## config.mk

```make
export PLATFORM = sky130hd
export DESIGN_NAME = tx_framer
export DESIGN_NICKNAME = d
export VERILOG_FILES = /design/src/logic/stream_fmt_pkg.sv /design/src/logic/tx_framer.sv
export SDC_FILE = /design/constraint.sdc
export NUM_CORES = 1
export LEC_CHECK = 0
export ABC_AREA = 1
export BUFFER_PORTS_ARGS = -buffer_cell sky130_fd_sc_hd__buf_4
export CAP_MARGIN = 20
export CORE_MARGIN = 1.5
export CORE_UTILIZATION = 41
export CTS_CLUSTER_SIZE = 40
export DETAILED_ROUTE_END_ITERATION = 6
export GPL_TIMING_DRIVEN = 0
export PLACE_DENSITY_LB_ADDON = 0.3
export SLEW_MARGIN = 40
export SYNTH_ARGS = -nofsm -noshare
export SYNTH_HDL_FRONTEND = slang
export SYNTH_SLANG_ARGS = --single-unit
```

## constraint.sdc

```tcl
create_clock -name clk -period 6.1 [get_ports clk]
set_clock_uncertainty 0.05 [all_clocks]
set_input_delay 0.61 -clock clk [delete_from_list [all_inputs] [get_ports clk]]
set_output_delay 0.61 -clock clk [all_outputs]
set_load 0.03 [all_outputs]
```

## src/logic/stream_fmt_pkg.sv

```systemverilog
package stream_fmt_pkg;

    // One word on the output stream
    typedef logic [15:0] word_t;

    // Batch number reported by the compute side
    typedef logic [2:0] batch_id_t;

    // Layer number reported with the final event
    typedef logic [1:0] layer_id_t;

    // Frame header of six words
    // w0 leaves first
    typedef struct packed {
        word_t w0;
        word_t w1;
        word_t w2;
        word_t w3;
        word_t w4;
        word_t w5;
    } header_t;

    // Words per header
    localparam int HDR_WORDS = 6;

    // Magic words that open each frame kind
    localparam word_t MAGIC_NOTIF = 16'hC0DE;
    localparam word_t MAGIC_DUMP = 16'hDA7A;

    // Frame type codes in w1
    localparam word_t TYPE_NOTIF = 16'd1;
    localparam word_t TYPE_DUMP = 16'd2;

    // Busy interval after a notification
    // Counted from the send state
    localparam int GUARD_CYCLES = 16;

endpackage

```

## src/logic/tx_framer.sv

```systemverilog
module tx_framer (
    input  logic                      clk,
    input  logic                      rst_n,
    input  stream_fmt_pkg::header_t   header,
    input  logic                      send_header,
    input  logic                      with_payload,
    input  logic                      rd_valid,
    input  stream_fmt_pkg::word_t     rd_data,
    input  logic                      rd_last,
    output logic                      readout_start,
    output stream_fmt_pkg::word_t     tx_data,
    output logic                      tx_valid,
    output logic                      tx_last
);
    import stream_fmt_pkg::*;

    typedef enum logic [1:0] {
        PH_IDLE,
        PH_HEADER,
        PH_PAYLOAD
    } phase_t;

    phase_t phase;
    header_t hdr_q;
    logic [2:0] word_cnt;
    logic payload_q;

    // Stream data path
    // Header words shift up toward w0
    always_ff @(posedge clk) begin
        case (phase)
            PH_IDLE: begin
                if (send_header) begin
                    tx_data <= header.w0;
                    hdr_q <= {header.w1, header.w2, header.w3, header.w4, header.w5, word_t'(0)};
                end
            end
            PH_HEADER: begin
                tx_data <= hdr_q.w0;
                hdr_q <= {hdr_q.w1, hdr_q.w2, hdr_q.w3, hdr_q.w4, hdr_q.w5, word_t'(0)};
            end
            PH_PAYLOAD: tx_data <= rd_data;
            default: ;
        endcase
    end

    always_ff @(posedge clk or negedge rst_n) begin
        if (!rst_n) begin
            phase <= PH_IDLE;
            word_cnt <= '0;
            payload_q <= 1'b0;
            tx_valid <= 1'b0;
            tx_last <= 1'b0;
            readout_start <= 1'b0;
        end else begin
            readout_start <= 1'b0;
            case (phase)
                PH_IDLE: begin
                    tx_valid <= 1'b0;
                    tx_last <= 1'b0;
                    if (send_header) begin
                        phase <= PH_HEADER;
                        payload_q <= with_payload;
                        word_cnt <= 3'd1;
                        tx_valid <= 1'b1;
                    end
                end
                PH_HEADER: begin
                    if (word_cnt == 3'(HDR_WORDS)) begin
                        // Sixth word is on the bus now
                        tx_valid <= 1'b0;
                        tx_last <= 1'b0;
                        readout_start <= payload_q;
                        phase <= payload_q ? PH_PAYLOAD : PH_IDLE;
                    end else begin
                        word_cnt <= word_cnt + 3'd1;
                        // Header-only frame ends on w5
                        tx_last <= !payload_q && (word_cnt == 3'(HDR_WORDS - 1));
                    end
                end
                PH_PAYLOAD: begin
                    // Readout words pass through one register
                    tx_valid <= rd_valid;
                    tx_last <= rd_last;
                    if (rd_last) begin
                        phase <= PH_IDLE;
                    end
                end
                default: phase <= PH_IDLE;
            endcase
        end
    end

endmodule

```

# Yosys cells after proc, flatten, opt, wreduce, memory -nomap -nowiden
# Index checks and enable logic that the tools add are counted.
[classes]
addsub = 1
mul = 0
div_mod_pow = 0
n_lt_le_gt_ge = 0
eq_ne = 8
n_shift = 0
mux = 19
n_bitwise = 0
reduce_logical = 11
[ops]
columns = ["operator", "n"]
rows = [
  ["$pmux 96 s2", 1],
  ["$mux 96", 1],
  ["$pmux 16 s3", 1],
  ["$mux 16", 1],
  ["$mux 2", 4],
  ["$ne 2x2->1 const B", 4],
  ["$reduce_and 2->1", 4],
  ["$eq 3x3->1 const B", 2],
  ["$mux 3", 2],
  ["$pmux 1 s3", 2],
  ["$pmux 2 s3", 1],
  ["$pmux 3 s2", 1],
  ["$reduce_and 3->1", 2],
  ["$mux 1", 5],
  ["$add 3x1->3 const B", 1],
  ["$reduce_bool 3->1", 1],
  ["$eq 2x1->1 const B", 1],
  ["$eq 2x2->1 const B", 1],
  ["$logic_not 2->1", 1],
  ["$reduce_bool 2->1", 1],
  ["$logic_and 1x1->1", 1],
  ["$logic_not 1->1", 1],
]
[totals]
reg_bits = 121
latch_bits = 0
ram_bits = 0
mem_bits_ro = 0
inputBits = 118
output_inout_bits = 19
wordCells = 52
mem_count = 0

# Depth between registers and ports, before layout
[depth]
word_depth = 4
ltp_mapped = 9
depth_no_buf = 8

# Worst setup path after synthesis
# OpenSTA, ideal clock, no wires.
[synth_timing]
kind = "register to register"
start = "register phase[1]"
end = "register word_cnt[0]"
setup_time_ns = 0.127
arrival_time_ns = 2.480
t_required_ns = 5.923
slack_ns = 3.444
path_stages_with_launch = 9
n_path_buf = 1
synth_period_minus_slack_ns = 2.656
cell_sequence = "dfrtp_1 -> inv_1 -> ha_1 -> buf_6 -> inv_4 -> o21ai_4 -> nand2_2 -> nand2_1 -> nand2_1"
[synth_between]
elab_chain_len = 3
elab_cells_between_ends = 7
classes_between = "eq/ne (3); mux (1); reduce/logical (3)"
[synth_lines]
columns = ["element", "line_no", "source"]
rows = [
  ["from (decl)", "tx_framer.sv:23", "phase_t phase;"],
  ["from (signal assigned)", "tx_framer.sv:74", "phase <= payload_q ? PH_PAYLOAD : PH_IDLE;"],
  ["$eq 2x1->1 / $logic_not 2->1 (equally long branches)", "tx_framer.sv:57", "case (phase)"],
  ["$ne 2x2->1 (no source line) / $reduce_bool 2->1 (equally long branches)", "n/a", ""],
  ["$reduce_and 3->1 (no source line)", "n/a", ""],
  ["to (signal assigned)", "tx_framer.sv:76", "word_cnt <= word_cnt + 3'd1;"],
  ["to (decl)", "tx_framer.sv:25", "logic [2:0] word_cnt;"],
]
# Parallel ways exist; a longest one is shown, timed or not.
# A chain may end at the register's enable or synchronous reset.

# Final worst setup path
[layout_timing]
start = "register phase[0]"
end = "register hdr_q[36] (netlist name) (enable)"
[layout_between]
elab_chain_len = 3
elab_cells_between_ends = 5
classes_between = "eq/ne (2); reduce/logical (3)"
[layout_lines]
columns = ["element", "line_no", "source"]
rows = [
  ["$eq 2x1->1 / $logic_not 2->1 (equally long branches)", "tx_framer.sv:31", "case (phase)"],
  ["$reduce_bool 2->1 (no source line) / $ne 2x2->1 (equally long branches)", "n/a", ""],
  ["$reduce_and 2->1 (no source line) *", "n/a", ""],
  ["to (signal assigned)", "tx_framer.sv:35", "hdr_q <= {header.w1, header.w2, header.w3, header.w4, header.w5, word_t'(0)};"],
  ["to (signal assigned)", "tx_framer.sv:40", "hdr_q <= {hdr_q.w1, hdr_q.w2, hdr_q.w3, hdr_q.w4, hdr_q.w5, word_t'(0)};"],
  ["to (decl)", "tx_framer.sv:24", "header_t hdr_q;"],
]
# Mark *: on every way between the ends. The rest lies on a longest branch, timed or not.

==> flow_summary.json <==
{
  "status": "finished clean",
  "power_leakage_nw": 3.02,
  "cp_slowest_cell": "dfrtp_1",
  "synth_top_area_cell": "edfxtp_1",
  "rsz0062_at_grt": "false",
  "grt_max_degree": 21,
  "power_per_cell_area_nw_per_um2": 505,
  "crit_required_ps": 6090,
  "multi_input_area_um2": 1390,
  "numCtsBuffers": 9,
  "layout.nets": 759,
  "areaGrowthSynthToFinish_pct": 34.3,
  "cts_resized": 0,
  "hold_class": "in -> async",
  "layout-drive-gt1-share_pct": 29.2,
  "worstMarginPinSlew_ps": 514,
  "post_drt_wl_per_cell_um": 12.7,
  "yosysTopAreaCellShare_pct": 60.8,
  "synth_compound_area_share_pct": 4.80,
  "fin_crit_sh_pct": 40.8,
  "setup_viol": 0,
  "path_cells": "inv_1, ha_1, nand2_1, o21ai_4, buf_8, buf_16, buf_8, buf_16, buf_8",
  "track_usage_pct": 16.7,
  "tns_ps": 0,
  "post_cts_buffers": 0,
  "dieArea_um2": 12200,
  "synth_top_family_by_area": "simple AND/OR/NAND/NOR gates",
  "fmax_mhz": 402,
  "fillers": 987,
  "synth-warning-count": 0,
  "grt_pass1_wl_um": 16300,
  "preCtsSetupSlack_ps": 3700,
  "setup_slack_ps": 3610,
  "via_per_inst": 4.48,
  "die_w_um": 111,
  "core_um2": 11400,
  "layout_commonest_cell": "nand2_1",
  "clkTransAtPathRegs_ps": 80,
  "period_needed_ps": 2490,
  "slew_headroom_pct": 65.7,
  "cts.sinks": 105,
  "h-tree-depth": 3,
  "final_cell_mix": "232 x nand2_1, 143 x buf_4, 96 x edfxtp_1",
  "antenna_cells": 0,
  "numPortBuffers": 136,
  "synthSimpleGateAreaFrac_pct": 22.1,
  "synth_seq_area_share_pct": 65.6,
  "synthesis.area_um2": 4740,
  "cts_tree": "yes",
  "grt_pass1_vias": 3498,
  "antenna_found_initial": 0,
  "root_buffer": "clkbuf_16",
  "timing.hold.ws_ps": 30.0,
  "hold_buffers": 0,
  "yosys.area_share.adder_pct": 2.11,
  "post-dp-hpwl_um": 7800,
  "initial_core_util_pct": 41.7,
  "r2r-end": "hdr_q[36]",
  "num_io_pins": 137,
  "drc": 0,
  "critPathTopFamily": "buffers and inverters",
  "reg2reg_from": "phase[0]",
  "synth_area_leaders": "edfxtp_1 61%, nand2_1 18%, dfrtp_1 4.8%, a21oi_1 3.6%, nor2_1 2.9%",
  "seq_area_um2": 3110,
  "critPathMaxStageDelay_ps": 430,
  "syn_nets": 607,
  "synthMuxAreaShare_pct": 0,
  "critPathLaunchType": "flop",
  "timing.max_cap.violations": 0,
  "arrival_ps": 2480,
  "yosys_register_bits": 105,
  "rows": 39,
  "clockBufferDepth": 2,
  "gr-total-overflow": 0,
  "postSynthCellCount": 481,
  "end_kind": "flop",
  "fp.dieH_um": 111,
  "antenna_left": 0,
  "worstRegToRegCells": 9,
  "peakVddDrop_uv": 263,
  "vias": 3501,
  "slew_violations": 0,
  "cpMostUsedCell": "buf_8",
  "hold_viol": 0,
  "criticalPathCategory": "reg -> reg",
  "cp_max_fo": 20,
  "synth.distinct_cells": 22,
  "routed_wl_um": 9910,
  "path_buf_inv": 6,
  "rrSetupSlack_ps": 3610,
  "syn_avg_cell_area_um2": 9.86,
  "synthXorXnorAreaFrac_pct": 0,
  "firstDrtPassIters": 7,
  "drtIter0Drc": 191,
  "clock_latency_ps": 340,
  "routabilityCongestion": 0.781
}
[final cells by class]
type                            count  area share (%)
Clock buffer                        9            3.54
Timing Repair Buffer              141            17.6
Inverter                           28            1.69
Sequential cell                   105            48.8
Buffer                             23            2.34
Clock inverter                      7            1.41
Multi-Input combinational cell    325            21.8
Tap cell                          143            2.81
[routing by layer]
layer | track usage, % | share of wire, % | vias up
li1 | - | - | 1857
met2 | 29.0 | 48 | 127
met1 | 20.0 | 43 | 1509
met5 | 0 | 0 | -
met4 | 5.81 | 1.1 | 0
met3 | 4.50 | 7.9 | 8
[report_power, final]
| group | total, mW | switching (mW) | internal (mW) |
|---|---|---|---|
| registers | 1.40 | 0.101 | 1.30 |
| clock network | 0.600 | 0.269 | 0.331 |
| logic | 1.21 | 0.757 | 0.457 |
[cells in the mapped netlist, drive strengths merged]
| master | count |
|---|---|
| nand2 | 233 |
| edfxtp | 96 |
| nor2 | 37 |
| a21oi | 35 |
| inv | 28 |
| buf | 21 |
| dfrtp | 9 |
| ha | 8 |
| o21ai | 6 |
| nand3 | 5 |
| clkbuf | 2 |
| o211ai | 1 |
[kinds of logic after synthesis]
family	after synthesis
and+or+nand+nor	275
adders and majority gates	8
AOI/OAI and AO/OA	42
DFF	105
buffers and inverters	51
[registers in the layout, summed over array words and instances, names as in the netlist]
signal / flops
payload_q: 1
tx_valid: 1
word_cnt: 3
tx_last: 1
hdr_q: 80
readout_start: 1
phase: 2
tx_data: 16
[how the worst max path moves through the flow]
stage	from	endpoint	slack [ps]	cells past startpoint
final	phase[0]	hdr_q[36]	3610	9
after global placement	phase[1]	word_cnt[0]	2900	8
after CTS	phase[0]	hdr_q[58]	3670	9
after floorplan	phase[1]	word_cnt[0]	3440	8
after global routing	phase[1]	hdr_q[36]	3460	9
after detailed placement	phase[0]	hdr_q[51]	3700	9
[stage by stage]
stage          total power, mW  util (%)  std cells  area [um^2]
2_1_floorplan             2.21         -        481         4740
3_3_place_gp              2.54      52.3        760         5940
3_5_place_dp              2.65      53.2        765         6040
4_1_cts                   3.25      55.9        781         6360
5_1_grt                   3.44      56.0        781         6370
6_report                  3.22      56.0        781         6370
(Power assumes the default switching activity.)
