==> src/logic/stream_fmt_pkg.sv <==
package stream_fmt_pkg;

    // One word on the output stream
    typedef logic [15:0] word_t;

    // Batch number reported by the compute side
    typedef logic [2:0] batch_id_t;

    // Layer number reported with the final event
    typedef logic [1:0] layer_id_t;

    // Frame header of six words
    // w0 leaves first
    typedef struct packed {
        word_t w0;
        word_t w1;
        word_t w2;
        word_t w3;
        word_t w4;
        word_t w5;
    } header_t;

    // Words per header
    localparam int HDR_WORDS = 6;

    // Magic words that open each frame kind
    localparam word_t MAGIC_NOTIF = 16'hC0DE;
    localparam word_t MAGIC_DUMP = 16'hDA7A;

    // Frame type codes in w1
    localparam word_t TYPE_NOTIF = 16'd1;
    localparam word_t TYPE_DUMP = 16'd2;

    // Busy interval after a notification
    // Counted from the send state
    localparam int GUARD_CYCLES = 16;

endpackage

==> src/logic/result_mem_pkg.sv <==
package result_mem_pkg;

    // Index of one result bank
    typedef logic [2:0] bank_t;

    // Word address inside a bank, or a word count
    typedef logic [15:0] addr_t;

    // Range handed to the readout walker
    typedef struct packed {
        bank_t first_bank;
        bank_t last_bank;
        addr_t words_per_bank;
    } readout_req_t;

    // Compute-side write into the banks
    typedef struct packed {
        logic en;
        bank_t bank;
        addr_t addr;
        stream_fmt_pkg::word_t data;
    } mem_wr_t;

endpackage

==> src/logic/bank_readout.sv <==
module bank_readout #(
    parameter int BANK_COUNT = 8,
    parameter int BANK_DEPTH = 512
) (
    input  logic                         clk,
    input  logic                         rst_n,
    input  logic                         readout_start,
    input  result_mem_pkg::readout_req_t rd_req,
    output result_mem_pkg::bank_t        rd_bank,
    output result_mem_pkg::addr_t        rd_addr,
    output logic                         rd_en,
    input  stream_fmt_pkg::word_t        mem_data,
    output logic                         rd_valid,
    output stream_fmt_pkg::word_t        rd_data,
    output logic                         rd_last,
    output logic                         read_done
);
    import result_mem_pkg::*;

    bank_t bank_q;
    addr_t addr_q;
    bank_t last_bank_q;
    addr_t last_addr_q;
    logic active;
    logic final_read;

    bank_t last_bank_lim;
    addr_t words_lim;

    // Keep the range inside the physical memory
    assign last_bank_lim = (rd_req.last_bank > bank_t'(BANK_COUNT - 1)) ?
                           bank_t'(BANK_COUNT - 1) : rd_req.last_bank;
    assign words_lim = (rd_req.words_per_bank > addr_t'(BANK_DEPTH)) ?
                       addr_t'(BANK_DEPTH) : rd_req.words_per_bank;

    // Last address of the last bank
    assign final_read = active && (addr_q == last_addr_q) && (bank_q == last_bank_q);

    always_ff @(posedge clk or negedge rst_n) begin
        if (!rst_n) begin
            active <= 1'b0;
            bank_q <= '0;
            addr_q <= '0;
            last_bank_q <= '0;
            last_addr_q <= '0;
            rd_valid <= 1'b0;
            rd_last <= 1'b0;
            read_done <= 1'b0;
        end else begin
            // Flags follow the one-cycle memory read
            rd_valid <= active;
            rd_last <= final_read;
            read_done <= rd_last;
            if (readout_start) begin
                active <= 1'b1;
                bank_q <= rd_req.first_bank;
                addr_q <= '0;
                last_bank_q <= last_bank_lim;
                last_addr_q <= words_lim - addr_t'(1);
            end else if (active) begin
                // Bank-major walk
                if (addr_q == last_addr_q) begin
                    addr_q <= '0;
                    if (bank_q == last_bank_q) begin
                        active <= 1'b0;
                    end else begin
                        bank_q <= bank_q + bank_t'(1);
                    end
                end else begin
                    addr_q <= addr_q + addr_t'(1);
                end
            end
        end
    end

    // One read per active cycle
    assign rd_en = active;
    assign rd_bank = bank_q;
    assign rd_addr = addr_q;

    // Memory output already lines up with rd_valid
    assign rd_data = mem_data;

endmodule

==> config.mk <==
export PLATFORM = sky130hd
export DESIGN_NAME = bank_readout
export DESIGN_NICKNAME = d
export VERILOG_FILES = /design/src/logic/stream_fmt_pkg.sv /design/src/logic/result_mem_pkg.sv /design/src/logic/bank_readout.sv
export SDC_FILE = /design/constraint.sdc
export NUM_CORES = 1
export LEC_CHECK = 0
export ABC_CLOCK_PERIOD_IN_PS = 4270
export BUFFER_PORTS_ARGS = -buffer_cell sky130_fd_sc_hd__buf_4
export CORE_MARGIN = 8
export CORE_UTILIZATION = 55
export DETAILED_ROUTE_END_ITERATION = 6
export PLACE_DENSITY = 0.86
export SETUP_SLACK_MARGIN = 0.3
export SYNTH_ARGS = -nofsm -noshare
export SYNTH_HDL_FRONTEND = slang
export SYNTH_SLANG_ARGS = --single-unit
==> constraint.sdc <==
create_clock -name clk -period 4.27 [get_ports clk]
set_input_delay 0.2135 -clock clk [delete_from_list [all_inputs] [get_ports clk]]
set_output_delay 0.2135 -clock clk [all_outputs]
set_load 0.005 [all_outputs]
### Word-level counts from Yosys, hierarchy flattened

Cells that the tools add are included.

| operators by class | value |
|---|---|
| add/sub/neg operators | 3 |
| order comparisons | 2 |
| equality and inequality tests | 3 |
| multiplexer cells | 13 |
| reductions and logical operators | 5 |

Operators by type and width:

| kind | count |
|---|---|
| two-way mux 16 bit | 4 |
| adder 16 x 1 -> 16 bit, second input constant | 1 |
| == test 16 bit | 1 |
| > comparator 16 x 10 -> 1 bit, second input constant | 1 |
| subtractor 16 x 1 -> 16 bit, second input constant | 1 |
| two-way mux 3 bit | 5 |
| two-way mux 1 bit | 4 |
| nonzero test 2 bit | 2 |
| adder 3 x 1 -> 3 bit, second input constant | 1 |
| == test 3 bit | 1 |
| > comparator 3 bit, second input constant | 1 |
| AND reduction 3 bit | 1 |
| logical AND 1 bit | 2 |
| != test 2 bit, second input constant | 1 |

| word-level totals | value |
|---|---|
| bits in registers | 42 |
| output and inout bits | 39 |

### Longest topological paths before layout

Gate-level depths: netlist of the first run.

| depth | value |
|---|---|
| depth in word-level cells | 5 |
| gate-level depth with buffers | 11 |
| depth with buffers taken out | 9 |

### Worst setup path before layout of the first run

Ideal clock, no wire load.

| timing | value |
|---|---|
| path kind | input to register |
| start point | input rd_req[10] (netlist name) |
| end point | register last_addr_q[4] |
| arrival | 2.329 ns |
| required time | 4.192 ns |
| slack | 1.863 ns |
| cell stages on the path | 11 |
| path buffers | 2 |
| cells stage by stage | or4_1 > nor3_1 > and2_1 > buf_6 > nand2_1 > ha_1 > clkbuf_1 > and3_1 > a31oi_1 > o21ai_1 > o2bb2ai_1 |

| on the way | value |
|---|---|
| word-level cells in the longest chain between the ends | 3 |

RTL lines:

| item | line | RTL |
|---|---|---|
| start: declaration | bank_readout.sv:8 | `input result_mem_pkg::readout_req_t rd_req,` |
| > comparator 16 x 10 -> 1 bit | bank_readout.sv:33 | `assign words_lim = (rd_req.words_per_bank > addr_t'(BANK_DEPTH)) ?` |
| two-way mux 16 bit | bank_readout.sv:33 |  |
| subtractor 16 x 1 -> 16 bit | bank_readout.sv:59 | `last_addr_q <= words_lim - addr_t'(1);` |
| end signal: assignment | bank_readout.sv:59 |  |
| end: declaration | bank_readout.sv:23 | `addr_t last_addr_q;` |

No other way between the ends.
A chain may end at the register's enable or synchronous reset.

### Final worst setup path of the first run

| timing | value |
|---|---|
| start point | register addr_q[11], in the netlist rd_addr[11] |
| end point | register addr_q[3], in the netlist rd_addr[3] |

| on the way | value |
|---|---|
| word-level cells in the longest chain between the ends | 4 |

RTL lines:

| item | line | RTL |
|---|---|---|
| start: declaration | bank_readout.sv:21 | `addr_t addr_q;` |
| start signal: assignment | bank_readout.sv:70 | `addr_q <= addr_q + addr_t'(1);` |
| == test 16 bit | bank_readout.sv:62 | `if (addr_q == last_addr_q) begin` |
| two-way mux 16 bit | bank_readout.sv:62 |  |
| two-way mux 16 bit | bank_readout.sv:60 | `end else if (active) begin` |
| two-way mux 16 bit | bank_readout.sv:54 | `if (readout_start) begin` |

No other way between the ends. The select of a mux whose other input is x is not followed.

==> run_summary.xml, run 1 <==
<?xml version="1.0" encoding="UTF-8"?>
<metrics>
  <group name="die">
    <metric name="die_w" unit="um">82.73</metric>
    <metric name="floorplan.core_area" unit="mm2">0.004324</metric>
    <metric name="ios" unit="">80</metric>
    <metric name="initial_core_util" unit="">0.5663</metric>
    <metric name="num_rows" unit="">24</metric>
    <metric name="die_y" unit="um">82.73</metric>
    <metric name="die_area" unit="mm2">0.006843</metric>
  </group>
  <group name="critical_path">
    <metric name="worstPathMaxFanout" unit="">11</metric>
    <metric name="worstPathRequired" unit="ns">4.42</metric>
    <metric name="crit_type" unit="">flip-flop to flip-flop</metric>
    <metric name="cp-start-kind" unit="">flip-flop</metric>
    <metric name="cp-end-kind" unit="">flip-flop</metric>
    <metric name="crit_path_max_incr_delay" unit="ns">0.70</metric>
    <metric name="crit_arrival" unit="ns">2.56</metric>
    <metric name="family_with_the_most_delay_on_the_worst_path" unit="">simple AND/OR/NAND/NOR gates</metric>
    <metric name="worstPathBufferInverterCount" unit="">0</metric>
    <metric name="crit_chain" unit="">xor2_1 &gt; nor4_1 &gt; nand4_2 &gt; o21ai_1 &gt; nor2_1</metric>
    <metric name="cpMaxStageDelayCell" unit="">o21ai_1</metric>
  </group>
  <group name="cells_and_area">
    <metric name="final_design_area_no_fill" unit="mm2">0.002800</metric>
    <metric name="area_delta_synth_final" unit="%">14.36</metric>
    <metric name="most_used_cells_in_the_layout_excluding_fill_and_tap_cells" unit="">buf_4, dfrtp_1, nor2_1</metric>
    <metric name="leading_cell_type_in_the_layout_fill_and_taps_excluded" unit="">buf_4</metric>
    <metric name="post_layout_net_count" unit="">329</metric>
    <metric name="fill_cells" unit="">355</metric>
    <metric name="stdcell_count" unit="">338</metric>
    <metric name="layout-drive-gt1-share" unit="">0.2203</metric>
    <metric name="insertedDiodeCount" unit="">0</metric>
  </group>
  <group name="global_route">
    <metric name="grt_remaining_overflow" unit="">0</metric>
    <metric name="grt_start_max_net_pins" unit="">43</metric>
    <metric name="grt_antenna_before_repair" unit="">0</metric>
    <metric name="globalRouteTotalUtil" unit="">0.1744</metric>
    <metric name="grt_pass1_wl" unit="mm">9.156</metric>
    <metric name="first_global_vias" unit="">1994</metric>
  </group>
  <group name="synthesis">
    <metric name="synth_sequential_area_ratio" unit="">0.4292</metric>
    <metric name="yosys_most_used_dff" unit="">dfrtp_1</metric>
    <metric name="yosysUniqueCellTypes" unit="">47</metric>
    <metric name="synth.top_cells.by_area" unit="">dfrtp_1, xor2_1, buf_4</metric>
    <metric name="ys_warn_count" unit="">0</metric>
    <metric name="number_of_synthesized_flops_with_an_enable_pin" unit="">0</metric>
    <metric name="synth_top_area_frac" unit="">0.4292</metric>
    <metric name="synth_top_area_cell" unit="">dfrtp_1</metric>
    <metric name="mappedNetlistNets" unit="">300</metric>
    <metric name="mappedNetlistArea" unit="mm2">0.002449</metric>
    <metric name="ys_seq_elements" unit="">42</metric>
    <metric name="synth_area_per_cell" unit="um2">9.565</metric>
    <metric name="synth-async-reset-ratio" unit="">1.000</metric>
    <metric name="synth_cells" unit="">256</metric>
  </group>
  <group name="clocking">
    <metric name="post_cts_buffers" unit="">0</metric>
    <metric name="ctsHoldBuffers" unit="">1</metric>
    <metric name="clk_transition_reported_paths" unit="ns">0.08</metric>
    <metric name="clockRootBuffer" unit="">clkbuf_8</metric>
    <metric name="clkLatencyLatePin" unit="ns">0.30</metric>
    <metric name="post_cts_resized" unit="">0</metric>
    <metric name="cts_buffers" unit="">5</metric>
    <metric name="clock-sinks" unit="">42</metric>
    <metric name="clock_tree.buffer_depth" unit="">2</metric>
    <metric name="tritoncts" unit="">yes</metric>
    <metric name="cts_htree_levels" unit="">2</metric>
  </group>
  <group name="sta">
    <metric name="final_hold_viol_count" unit="">0</metric>
    <metric name="relSlewSlack" unit="">0.4916</metric>
    <metric name="worst_slew_pin_slew" unit="ns">0.7575</metric>
    <metric name="fmax" unit="MHz">415.0</metric>
    <metric name="final.setup.tns" unit="ns">0</metric>
    <metric name="hold_ws" unit="ns">0.1193</metric>
    <metric name="rsz0062_at_grt" unit="">false</metric>
    <metric name="fin_clk_skew" unit="ns">0.008535</metric>
    <metric name="finalSetupViolCount" unit="">0</metric>
    <metric name="min_period" unit="ns">2.410</metric>
    <metric name="timing.final.max_slew_violations" unit="">0</metric>
    <metric name="finalCritPeriodShare" unit="">0.5643</metric>
  </group>
  <group name="place">
    <metric name="detailed_place_hpwl" unit="mm">4.109</metric>
    <metric name="dp.cells" unit="">329</metric>
    <metric name="gp_routability_congestion" unit="">0.8761</metric>
    <metric name="port_buffers" unit="">47</metric>
    <metric name="postPlaceCellArea" unit="mm2">0.002699</metric>
  </group>
  <group name="power">
    <metric name="power.density_cell_area" unit="mW/mm2">280.1</metric>
    <metric name="static-leakage-power" unit="nW">1.221</metric>
    <metric name="vdd_ir_drop_max" unit="mV">0.1263</metric>
  </group>
  <group name="route">
    <metric name="topRoutingLayerUsed" unit="">met4</metric>
    <metric name="detailroute.wirelength.met3" unit="um">469</metric>
    <metric name="route.detailed.drc" unit="">0</metric>
    <metric name="wirelength" unit="mm">5.485</metric>
    <metric name="first_pass_iters" unit="">4</metric>
    <metric name="detail-route-antenna-nets" unit="">0</metric>
    <metric name="via_count" unit="">2015</metric>
    <metric name="first_iter_violations" unit="">145</metric>
    <metric name="routed-wl-met2" unit="mm">2.650</metric>
    <metric name="route.layer.met1.wl" unit="mm">2.258</metric>
    <metric name="post_drt_via_cell_ratio" unit="">5.962</metric>
    <metric name="wl_per_cell" unit="um">16.23</metric>
  </group>
  <group name="run_status">
    <metric name="outcome" unit="">complete, no violations</metric>
  </group>
  <group name="job">
    <metric name="cap_violations" unit="">0</metric>
  </group>
  <group name="min_path">
    <metric name="hold_path_class" unit="">primary input to flip-flop</metric>
  </group>
</metrics>
-- metrics by stage --
stage               utilization  worst slack, ns  total power [W]
floorplan                     -            1.863        0.0004926
global placement         0.6241            1.661        0.0005273
detailed placement       0.6241            1.593        0.0005304
CTS                      0.6476            1.889        0.0007879
global route             0.6476            1.635        0.0008200
finish                   0.6476            1.860        0.0007845
-- synth_stat cells, types with 7 or more instances --
library cell,number
xor2_1,23
nor2_1,26
a21oi_1,8
nand3_1,11
inv_1,9
nor3_1,9
dfrtp_1,42
xnor2_1,11
clkbuf_1,7
nand2_1,15
o21ai_1,9
buf_4,16
-- logic make-up (layout without fill, tap and decap cells) --
| group | after synthesis | count (layout) | share of synthesized area |
|---|---|---|---|
| fa+ha+maj | 3 | 3 | 0.01533 |
| mux | 4 | 4 | 0.01788 |
| xor+xnor | 34 | 34 | 0.1216 |
| buf+inv | 35 | 65 | 0.08227 |
| compound gates | 49 | 49 | 0.1446 |
| flops | 42 | 42 | 0.4292 |
| simple gates | 89 | 89 | 0.1891 |
-- per-layer routing --
layer | GRT usage | up-vias
met4 | 0.08276 | 0
met2 | 0.2859 | 89
met1 | 0.2050 | 961
met5 | 0 | -
met3 | 0.05087 | 10
li1 | - | 955
-- power breakdown --
part / internal [W] / switching (W)
Clock: 0.000130 / 0.000131
Combinational: 0.0000463 / 0.0000509
Sequential: 0.000411 / 0.0000153
Total: 0.000588 / 0.000197
-- sequential cells by signal, summed over array words and instances, names as in the netlist --
name / flops
last_addr_q: 16
last_bank_q: 3
rd_addr: 16
rd_bank: 3
rd_en: 1
rd_last: 1
rd_valid: 1
read_done: 1
-- cell type report --
class	count	area, um2	area share
flip-flops and latches	42	1051	0.3753
multi-input cells	179	1196	0.4272
inverters	9	33.78	0.01206
clock inverters	1	5.005	0.001787
clock buffers	7	86.33	0.03083
well taps	52	65.06	0.02323
repair buffers	48	362.8	0.1296
-- path summary, 6_finish.rpt --
| path | from | end | slack, ns | cells past startpoint |
|---|---|---|---|---|
| setup / recovery | rd_addr[11] | rd_addr[3] | 1.86 | 5 |
| hold / removal | rd_req[0] | last_addr_q[0] | 0.12 | 2 |
| setup reg to reg | rd_addr[11] | rd_addr[3] | 1.86 | 5 |
| hold reg to reg | rd_last | read_done | 0.39 | 0 |
| max in group asynchronous | rst_n | rd_addr[14] | 3.46 | 2 |
| min in group asynchronous | rst_n | read_done | 0.45 | 2 |
Note: power is estimated with default switching activity, not from simulation.
==> run 2: changes to the inputs <==
--- a/config.mk
+++ b/config.mk
@@ -5,12 +5,12 @@
 export SDC_FILE = /design/constraint.sdc
 export NUM_CORES = 1
 export LEC_CHECK = 0
-export ABC_CLOCK_PERIOD_IN_PS = 4270
+export ABC_CLOCK_PERIOD_IN_PS = 2000
 export BUFFER_PORTS_ARGS = -buffer_cell sky130_fd_sc_hd__buf_4
 export CORE_MARGIN = 8
-export CORE_UTILIZATION = 55
+export CORE_UTILIZATION = 46
 export DETAILED_ROUTE_END_ITERATION = 6
-export PLACE_DENSITY = 0.86
+export PLACE_DENSITY = 0.76
 export SETUP_SLACK_MARGIN = 0.3
 export SYNTH_ARGS = -nofsm -noshare
 export SYNTH_HDL_FRONTEND = slang
==> constraint.sdc (replaced) <==
create_clock -name clk -period 2 [get_ports clk]
set_input_delay 0.1 -clock clk [delete_from_list [all_inputs] [get_ports clk]]
set_output_delay 0.1 -clock clk [all_outputs]
set_load 0.005 [all_outputs]
==> run_summary.xml, run 2 (synthesized netlist as in run 1, its figures left out) <==
<?xml version="1.0" encoding="UTF-8"?>
<metrics>
  <group name="clocking">
    <metric name="clock-sinks" unit="">42</metric>
    <metric name="cts_htree_levels" unit="">2</metric>
    <metric name="clkLatencyLatePin" unit="ns">0.29</metric>
    <metric name="clockRootBuffer" unit="">clkbuf_8</metric>
    <metric name="cts_buffers" unit="">5</metric>
    <metric name="tritoncts" unit="">yes</metric>
    <metric name="clk_transition_reported_paths" unit="ns">0.08</metric>
    <metric name="clock_tree.buffer_depth" unit="">2</metric>
  </group>
  <group name="sta">
    <metric name="rsz0062_at_grt" unit="">true</metric>
    <metric name="setup_ws" unit="ns">0.02404</metric>
    <metric name="timing.final.max_slew_violations" unit="">0</metric>
    <metric name="fmax" unit="MHz">506.1</metric>
    <metric name="min_period" unit="ns">1.976</metric>
    <metric name="final_hold_viol_count" unit="">0</metric>
    <metric name="finalCritPeriodShare" unit="">0.9880</metric>
    <metric name="fin_clk_skew" unit="ns">0.008900</metric>
    <metric name="hold_ws" unit="ns">0.03255</metric>
    <metric name="worst_slew_pin_slew" unit="ns">0.6047</metric>
    <metric name="finalSetupViolCount" unit="">0</metric>
    <metric name="relSlewSlack" unit="">0.5964</metric>
    <metric name="final.setup.tns" unit="ns">0</metric>
  </group>
  <group name="min_path">
    <metric name="worst_hold_startpoint" unit="">rd_req[19]</metric>
    <metric name="worst_hold_path.endpoint" unit="">rd_bank[0]</metric>
    <metric name="min_delay_path_depth" unit="">3</metric>
    <metric name="hold_path_class" unit="">primary input to flip-flop</metric>
  </group>
  <group name="route">
    <metric name="route.detailed.drc" unit="">0</metric>
    <metric name="post_drt_via_cell_ratio" unit="">5.523</metric>
    <metric name="via_count" unit="">2176</metric>
    <metric name="first_pass_iters" unit="">4</metric>
    <metric name="wirelength" unit="mm">6.585</metric>
    <metric name="first_iter_violations" unit="">128</metric>
    <metric name="detail-route-antenna-nets" unit="">0</metric>
    <metric name="wl_per_cell" unit="um">16.71</metric>
  </group>
  <group name="place">
    <metric name="detailed_place_hpwl" unit="mm">4.667</metric>
    <metric name="port_buffers" unit="">47</metric>
    <metric name="gp_routability_congestion" unit="">0.9067</metric>
    <metric name="preCtsSetupSlack" unit="ns">-0.3029</metric>
    <metric name="dp.cells" unit="">378</metric>
  </group>
  <group name="die">
    <metric name="floorplan.core_area" unit="mm2">0.005140</metric>
    <metric name="num_rows" unit="">26</metric>
    <metric name="die_area" unit="mm2">0.007914</metric>
    <metric name="initial_core_util" unit="">0.4764</metric>
    <metric name="ios" unit="">80</metric>
    <metric name="die_w" unit="um">88.96</metric>
    <metric name="die_y" unit="um">88.96</metric>
  </group>
  <group name="critical_path">
    <metric name="worst_reg2reg_path_endpoint" unit="">rd_bank[2]</metric>
    <metric name="crit_arrival" unit="ns">2.20</metric>
    <metric name="r2r_slack" unit="ns">0.02</metric>
    <metric name="crit_type" unit="">flip-flop to flip-flop</metric>
    <metric name="worstPathMaxFanout" unit="">4</metric>
    <metric name="cp-start-kind" unit="">flip-flop</metric>
    <metric name="worstPathRequired" unit="ns">2.22</metric>
    <metric name="cp-end-kind" unit="">flip-flop</metric>
    <metric name="r2r.worst_path.cells" unit="">5</metric>
    <metric name="worstReg2RegStart" unit="">rd_addr[7]</metric>
  </group>
  <group name="global_route">
    <metric name="grt_remaining_overflow" unit="">0</metric>
    <metric name="first_global_vias" unit="">2274</metric>
    <metric name="grt_antenna_before_repair" unit="">0</metric>
    <metric name="grt_pass1_wl" unit="mm">10.63</metric>
    <metric name="globalRouteTotalUtil" unit="">0.1721</metric>
    <metric name="grt_start_max_net_pins" unit="">43</metric>
  </group>
  <group name="power">
    <metric name="power.net_switching" unit="W">0.0004393</metric>
    <metric name="static-leakage-power" unit="nW">1.457</metric>
    <metric name="pwr-share-seq" unit="">0.527</metric>
    <metric name="power.density_cell_area" unit="mW/mm2">523.0</metric>
    <metric name="pwr-share-comb" unit="">0.151</metric>
    <metric name="swShare" unit="">0.2550</metric>
    <metric name="share_clk_of_total_power" unit="">0.322</metric>
    <metric name="intPower" unit="W">0.001284</metric>
    <metric name="vdd_ir_drop_max" unit="mV">0.2577</metric>
  </group>
  <group name="cells_and_area">
    <metric name="post_layout_net_count" unit="">367</metric>
    <metric name="final-seq-area" unit="mm2">0.001055</metric>
    <metric name="area_delta_synth_final" unit="%">34.54</metric>
    <metric name="most_used_cells_in_the_layout_excluding_fill_and_tap_cells" unit="">buf_4, dfrtp_1, nor2_1</metric>
    <metric name="stdcell_count" unit="">394</metric>
    <metric name="fill_cells" unit="">437</metric>
    <metric name="insertedDiodeCount" unit="">0</metric>
    <metric name="multi_input_area" unit="mm2">0.001364</metric>
    <metric name="layout-drive-gt1-share" unit="">0.4012</metric>
    <metric name="leading_cell_type_in_the_layout_fill_and_taps_excluded" unit="">buf_4</metric>
  </group>
  <group name="job">
    <metric name="cap_violations" unit="">0</metric>
  </group>
  <group name="run_status">
    <metric name="outcome" unit="">complete, no violations</metric>
  </group>
</metrics>
## run 2: changes by cell type in the layout (fill, tap and decap cells not counted), sizes merged
cell | before | now
buf | 47 | 85
## run 2: how the worst max path moves through the flow
stage	from	end	slack, ns	cells after the start
3_5_place_dp	rd_req[7]	last_addr_q[4]	-0.30	10
4_1_cts	rd_addr[2]	rd_bank[2]	0.08	5
3_3_place_gp	rd_req[7]	last_addr_q[4]	-0.20	10
6_report	rd_addr[7]	rd_bank[2]	0.02	5
5_1_grt	rd_addr[15]	rd_bank[2]	-0.05	5
2_1_floorplan	rd_req[7]	last_addr_q[4]	-0.19	11
## run 2: layout make-up
| class | count | share of cell area |
|---|---|---|
| clock buffer | 7 | 0.02621 |
| clock inverter | 1 | 0.001519 |
| timing repair buffer | 86 | 0.2013 |
| sequential | 42 | 0.3202 |
| inverter | 9 | 0.01025 |
| tap | 70 | 0.02659 |
| multi-input combinational | 179 | 0.4140 |
## run 2: per-layer routing
layer	vias to the layer above	GRT usage	part of all wire
li1	1027	-	-
met1	1055	0.1998	0.42
met2	76	0.2972	0.49
met3	18	0.02665	0.061
met4	0	0.09215	0.024
met5	-	0	0
## run 2: power groups by stage
stage / clock network (W) / logic, W / registers (W)
6_report: 0.000554 / 0.000261 / 0.000908
3_5_place_dp: 0 / 0.000240 / 0.000924
2_1_floorplan: 0 / 0.000138 / 0.000918
4_1_cts: 0.000568 / 0.000250 / 0.000907
3_3_place_gp: 0 / 0.000232 / 0.000922
5_1_grt: 0.000601 / 0.000289 / 0.000912
## run 2: what timing repair did
action | 4_1_cts | 5_1_grt
hold buffers | 1 | 0
cloned | 1 | 0
endpoints found under the hold margin | 42 | 0
setup buffers | 4 | 2
pin swaps | 9 | 12
resized for setup | 11 | 21
setup endpoints to repair | 26 | 27
## run 2: worst max-delay path, stage by stage, from the launching register on
cell and delay (ns):
dfrtp_1 0.42, xor2_1 0.19, nor4_2 0.40, nand4_2 0.22
or4_1 0.51, a31oi_1 0.17
## run 2: metrics by stage
stage	utilization	total power, W	cell area, um2
after floorplan	-	0.001056	2512
after global placement	0.5845	0.001153	3004
after detailed placement	0.5845	0.001163	3004
after CTS	0.6185	0.001725	3179
after global routing	0.6409	0.001801	3294
final	0.6409	0.001723	3294
==> run 3: changes to the inputs <==
--- a/config.mk
+++ b/config.mk
@@ -5,6 +5,7 @@
 export SDC_FILE = /design/constraint.sdc
 export NUM_CORES = 1
 export LEC_CHECK = 0
+export ABC_AREA = 1
 export ABC_CLOCK_PERIOD_IN_PS = 2000
 export BUFFER_PORTS_ARGS = -buffer_cell sky130_fd_sc_hd__buf_4
 export CORE_MARGIN = 8
==> run_summary.xml, run 3 <==
<?xml version="1.0" encoding="UTF-8"?>
<metrics>
  <group name="global_route">
    <metric name="grt_remaining_overflow" unit="">0</metric>
    <metric name="first_global_vias" unit="">2104</metric>
    <metric name="globalRouteTotalUtil" unit="">0.1380</metric>
    <metric name="grt_antenna_before_repair" unit="">0</metric>
    <metric name="grt_start_max_net_pins" unit="">43</metric>
    <metric name="grt_pass1_wl" unit="mm">9.453</metric>
  </group>
  <group name="synthesis">
    <metric name="synth_top_area_cell" unit="">dfrtp_1</metric>
    <metric name="synth_cells" unit="">321</metric>
    <metric name="yosysUniqueCellTypes" unit="">35</metric>
    <metric name="synth-async-reset-ratio" unit="">1.000</metric>
    <metric name="most_common_library_cells_after_synthesis" unit="">nand2_1, dfrtp_1, nor2_1</metric>
    <metric name="ys_seq_elements" unit="">42</metric>
    <metric name="synth_area_per_cell" unit="um2">7.885</metric>
    <metric name="mappedNetlistNets" unit="">365</metric>
    <metric name="synth_sequential_area_ratio" unit="">0.4152</metric>
    <metric name="mappedNetlistArea" unit="mm2">0.002531</metric>
    <metric name="number_of_synthesized_flops_with_an_enable_pin" unit="">0</metric>
    <metric name="yosys.cell_count.top_type" unit="">nand2_1</metric>
    <metric name="synth_top_area_frac" unit="">0.4152</metric>
    <metric name="yosys_most_used_dff" unit="">dfrtp_1</metric>
    <metric name="synth.top_cells.by_area" unit="">dfrtp_1, nand2_1, xnor2_1</metric>
    <metric name="ys_warn_count" unit="">0</metric>
  </group>
  <group name="sta">
    <metric name="setup_ws" unit="ns">0.4305</metric>
    <metric name="timing.final.max_slew_violations" unit="">0</metric>
    <metric name="finalSetupViolCount" unit="">0</metric>
    <metric name="hold_ws" unit="ns">0.1161</metric>
    <metric name="finalCritPeriodShare" unit="">0.7847</metric>
    <metric name="worst_slew_pin_slew" unit="ns">0.5154</metric>
    <metric name="fin_clk_skew" unit="ns">0.01016</metric>
    <metric name="rsz0062_at_grt" unit="">false</metric>
    <metric name="final.setup.tns" unit="ns">0</metric>
    <metric name="fmax" unit="MHz">637.2</metric>
    <metric name="min_period" unit="ns">1.569</metric>
    <metric name="final_hold_viol_count" unit="">0</metric>
    <metric name="relSlewSlack" unit="">0.6564</metric>
  </group>
  <group name="critical_path">
    <metric name="crit_path_max_incr_delay" unit="ns">0.47</metric>
    <metric name="worstPathBufferInverterCount" unit="">0</metric>
    <metric name="crit_type" unit="">flip-flop to flip-flop</metric>
    <metric name="cp-end-kind" unit="">flip-flop</metric>
    <metric name="critical-path-top-cell-by-count" unit="">nand2_4</metric>
    <metric name="crit_chain" unit="">xor2_1 &gt; a21oi_1 &gt; nand2_1 &gt; nor2_1 &gt; nand2_2 &gt; nand2_4 &gt; nand2_4 &gt; and3b_1</metric>
    <metric name="family_with_the_most_delay_on_the_worst_path" unit="">simple AND/OR/NAND/NOR gates</metric>
    <metric name="crit_arrival" unit="ns">1.75</metric>
    <metric name="cp-start-kind" unit="">flip-flop</metric>
    <metric name="cpMaxStageDelayCell" unit="">dfrtp_2</metric>
    <metric name="worstPathMaxFanout" unit="">9</metric>
    <metric name="worstPathRequired" unit="ns">2.18</metric>
  </group>
  <group name="job">
    <metric name="cap_violations" unit="">0</metric>
  </group>
  <group name="clocking">
    <metric name="clkLatencyLatePin" unit="ns">0.30</metric>
    <metric name="clk_transition_reported_paths" unit="ns">0.08</metric>
    <metric name="clockRootBuffer" unit="">clkbuf_8</metric>
    <metric name="cts_htree_levels" unit="">2</metric>
    <metric name="clock_tree.buffer_depth" unit="">2</metric>
    <metric name="tritoncts" unit="">yes</metric>
    <metric name="cts_buffers" unit="">5</metric>
    <metric name="clock-sinks" unit="">42</metric>
  </group>
  <group name="die">
    <metric name="initial_core_util" unit="">0.4683</metric>
    <metric name="die_w" unit="um">90.18</metric>
    <metric name="num_rows" unit="">27</metric>
    <metric name="die_area" unit="mm2">0.008132</metric>
    <metric name="ios" unit="">80</metric>
    <metric name="floorplan.core_area" unit="mm2">0.005405</metric>
    <metric name="die_y" unit="um">90.18</metric>
  </group>
  <group name="power">
    <metric name="power.density_cell_area" unit="mW/mm2">580.3</metric>
    <metric name="vdd_ir_drop_max" unit="mV">0.2594</metric>
    <metric name="static-leakage-power" unit="nW">1.457</metric>
  </group>
  <group name="cells_and_area">
    <metric name="final-seq-area" unit="mm2">0.001056</metric>
    <metric name="insertedDiodeCount" unit="">0</metric>
    <metric name="multi_input_area" unit="mm2">0.001214</metric>
    <metric name="most_used_cells_in_the_layout_excluding_fill_and_tap_cells" unit="">nand2_1, buf_4, dfrtp_1</metric>
    <metric name="fill_cells" unit="">526</metric>
    <metric name="post_layout_net_count" unit="">404</metric>
    <metric name="layout-drive-gt1-share" unit="">0.2299</metric>
    <metric name="final_design_area_no_fill" unit="mm2">0.002990</metric>
    <metric name="leading_cell_type_in_the_layout_fill_and_taps_excluded" unit="">nand2_1</metric>
    <metric name="area_delta_synth_final" unit="%">18.14</metric>
  </group>
  <group name="place">
    <metric name="preCtsSetupSlack" unit="ns">0.2909</metric>
    <metric name="detailed_place_hpwl" unit="mm">4.196</metric>
    <metric name="gp_routability_congestion" unit="">0.8386</metric>
    <metric name="port_buffers" unit="">47</metric>
    <metric name="postPlaceCellArea" unit="mm2">0.002819</metric>
  </group>
  <group name="route">
    <metric name="post_drt_via_cell_ratio" unit="">5.030</metric>
    <metric name="route.detailed.drc" unit="">0</metric>
    <metric name="detail-route-antenna-nets" unit="">0</metric>
    <metric name="first_iter_violations" unit="">75</metric>
    <metric name="wl_per_cell" unit="um">12.74</metric>
    <metric name="wirelength" unit="mm">5.516</metric>
    <metric name="first_pass_iters" unit="">4</metric>
    <metric name="via_count" unit="">2178</metric>
  </group>
  <group name="min_path">
    <metric name="hold_path_class" unit="">primary input to flip-flop</metric>
  </group>
  <group name="run_status">
    <metric name="outcome" unit="">complete, no violations</metric>
  </group>
</metrics>
-- run 3: cell types whose count changed in the layout (fill, tap and decap cells not counted), moves of 5 or more --
cell     before  now
nand2_1      13   87
buf_4        81   52
inv_1         9   24
o21ai_0       1   13
xor2_1       19    7
nand4_1       3   13
nand3_1       9   18
xnor2_1      11   17
or3_1         5    0
-- run 3: worst paths after layout --
kind                                   from        endpoint  slack, ns  depth (start not counted)
max in group asynchronous             rst_n     rd_addr[12]       1.30                          2
worst max register to register  rd_addr[12]      rd_addr[2]       0.43                          8
worst min register to register      rd_last       read_done       0.39                          0
worst max-delay path            rd_addr[12]      rd_addr[2]       0.43                          8
min in group asynchronous             rst_n  last_addr_q[9]       0.32                          2
worst min-delay path              rd_req[7]  last_addr_q[7]       0.12                          3
-- run 3: per-layer routing --
metal  global-route usage  part of all wire
met5                    0                 0
met4              0.07212             0.019
met3              0.04323             0.057
met2               0.2227              0.47
met1               0.1608              0.45
-- run 3: cells by family (layout without fill, tap and decap cells) --
kind of cell	Yosys count	after routing	share of synthesized area
compound gates	35	35	0.07909
xor+xnor	24	24	0.08304
fa+ha+maj	3	3	0.01483
buf+inv	51	91	0.1063
flops	42	42	0.4152
mux	1	1	0.003955
simple gates	165	165	0.2976
-- run 3: cell type report --
cell class	instances	share of cell area
multi-input combinational	228	0.4059
sequential	42	0.3531
timing repair buffer	57	0.1473
inverter	26	0.03347
tap	72	0.03013
clock buffer	5	0.02301
clock inverter	3	0.007113
-- run 3: power breakdown --
group	leakage (nW)	internal (W)	total (W)	switching, W
combinational	0.889	0.000133	0.000263	0.000130
clock	0.0441	0.000245	0.000540	0.000296
sequential	0.523	0.000887	0.000932	0.0000458
total	1.46	0.00126	0.00174	0.000471
-- run 3: what timing repair did --
action / CTS / global route
buffers inserted: 0 / 3
hold endpoints to repair: 45 / 1
endpoints found under the setup margin: 0 / 14
gates resized for setup: 0 / 6
hold buffers: 4 / 1
-- run 3: worst register-to-register path: cells and delay by family (launching register included) --
kind / cells / cell delay [ns]
flip-flops: 1 / 0.47
AND/OR/NAND/NOR: 6 / 0.68
XOR/XNOR: 1 / 0.18
AO/OA/AOI/OAI: 1 / 0.13
-- run 3: stage by stage --
stage,std cells,total power (W),utilization
after global placement,417,0.001194,0.5215
after CTS,429,0.001752,0.5456
final,433,0.001735,0.5532
after global routing,433,0.001836,0.5532
after detailed placement,417,0.001199,0.5215
after floorplan,321,0.001100,-
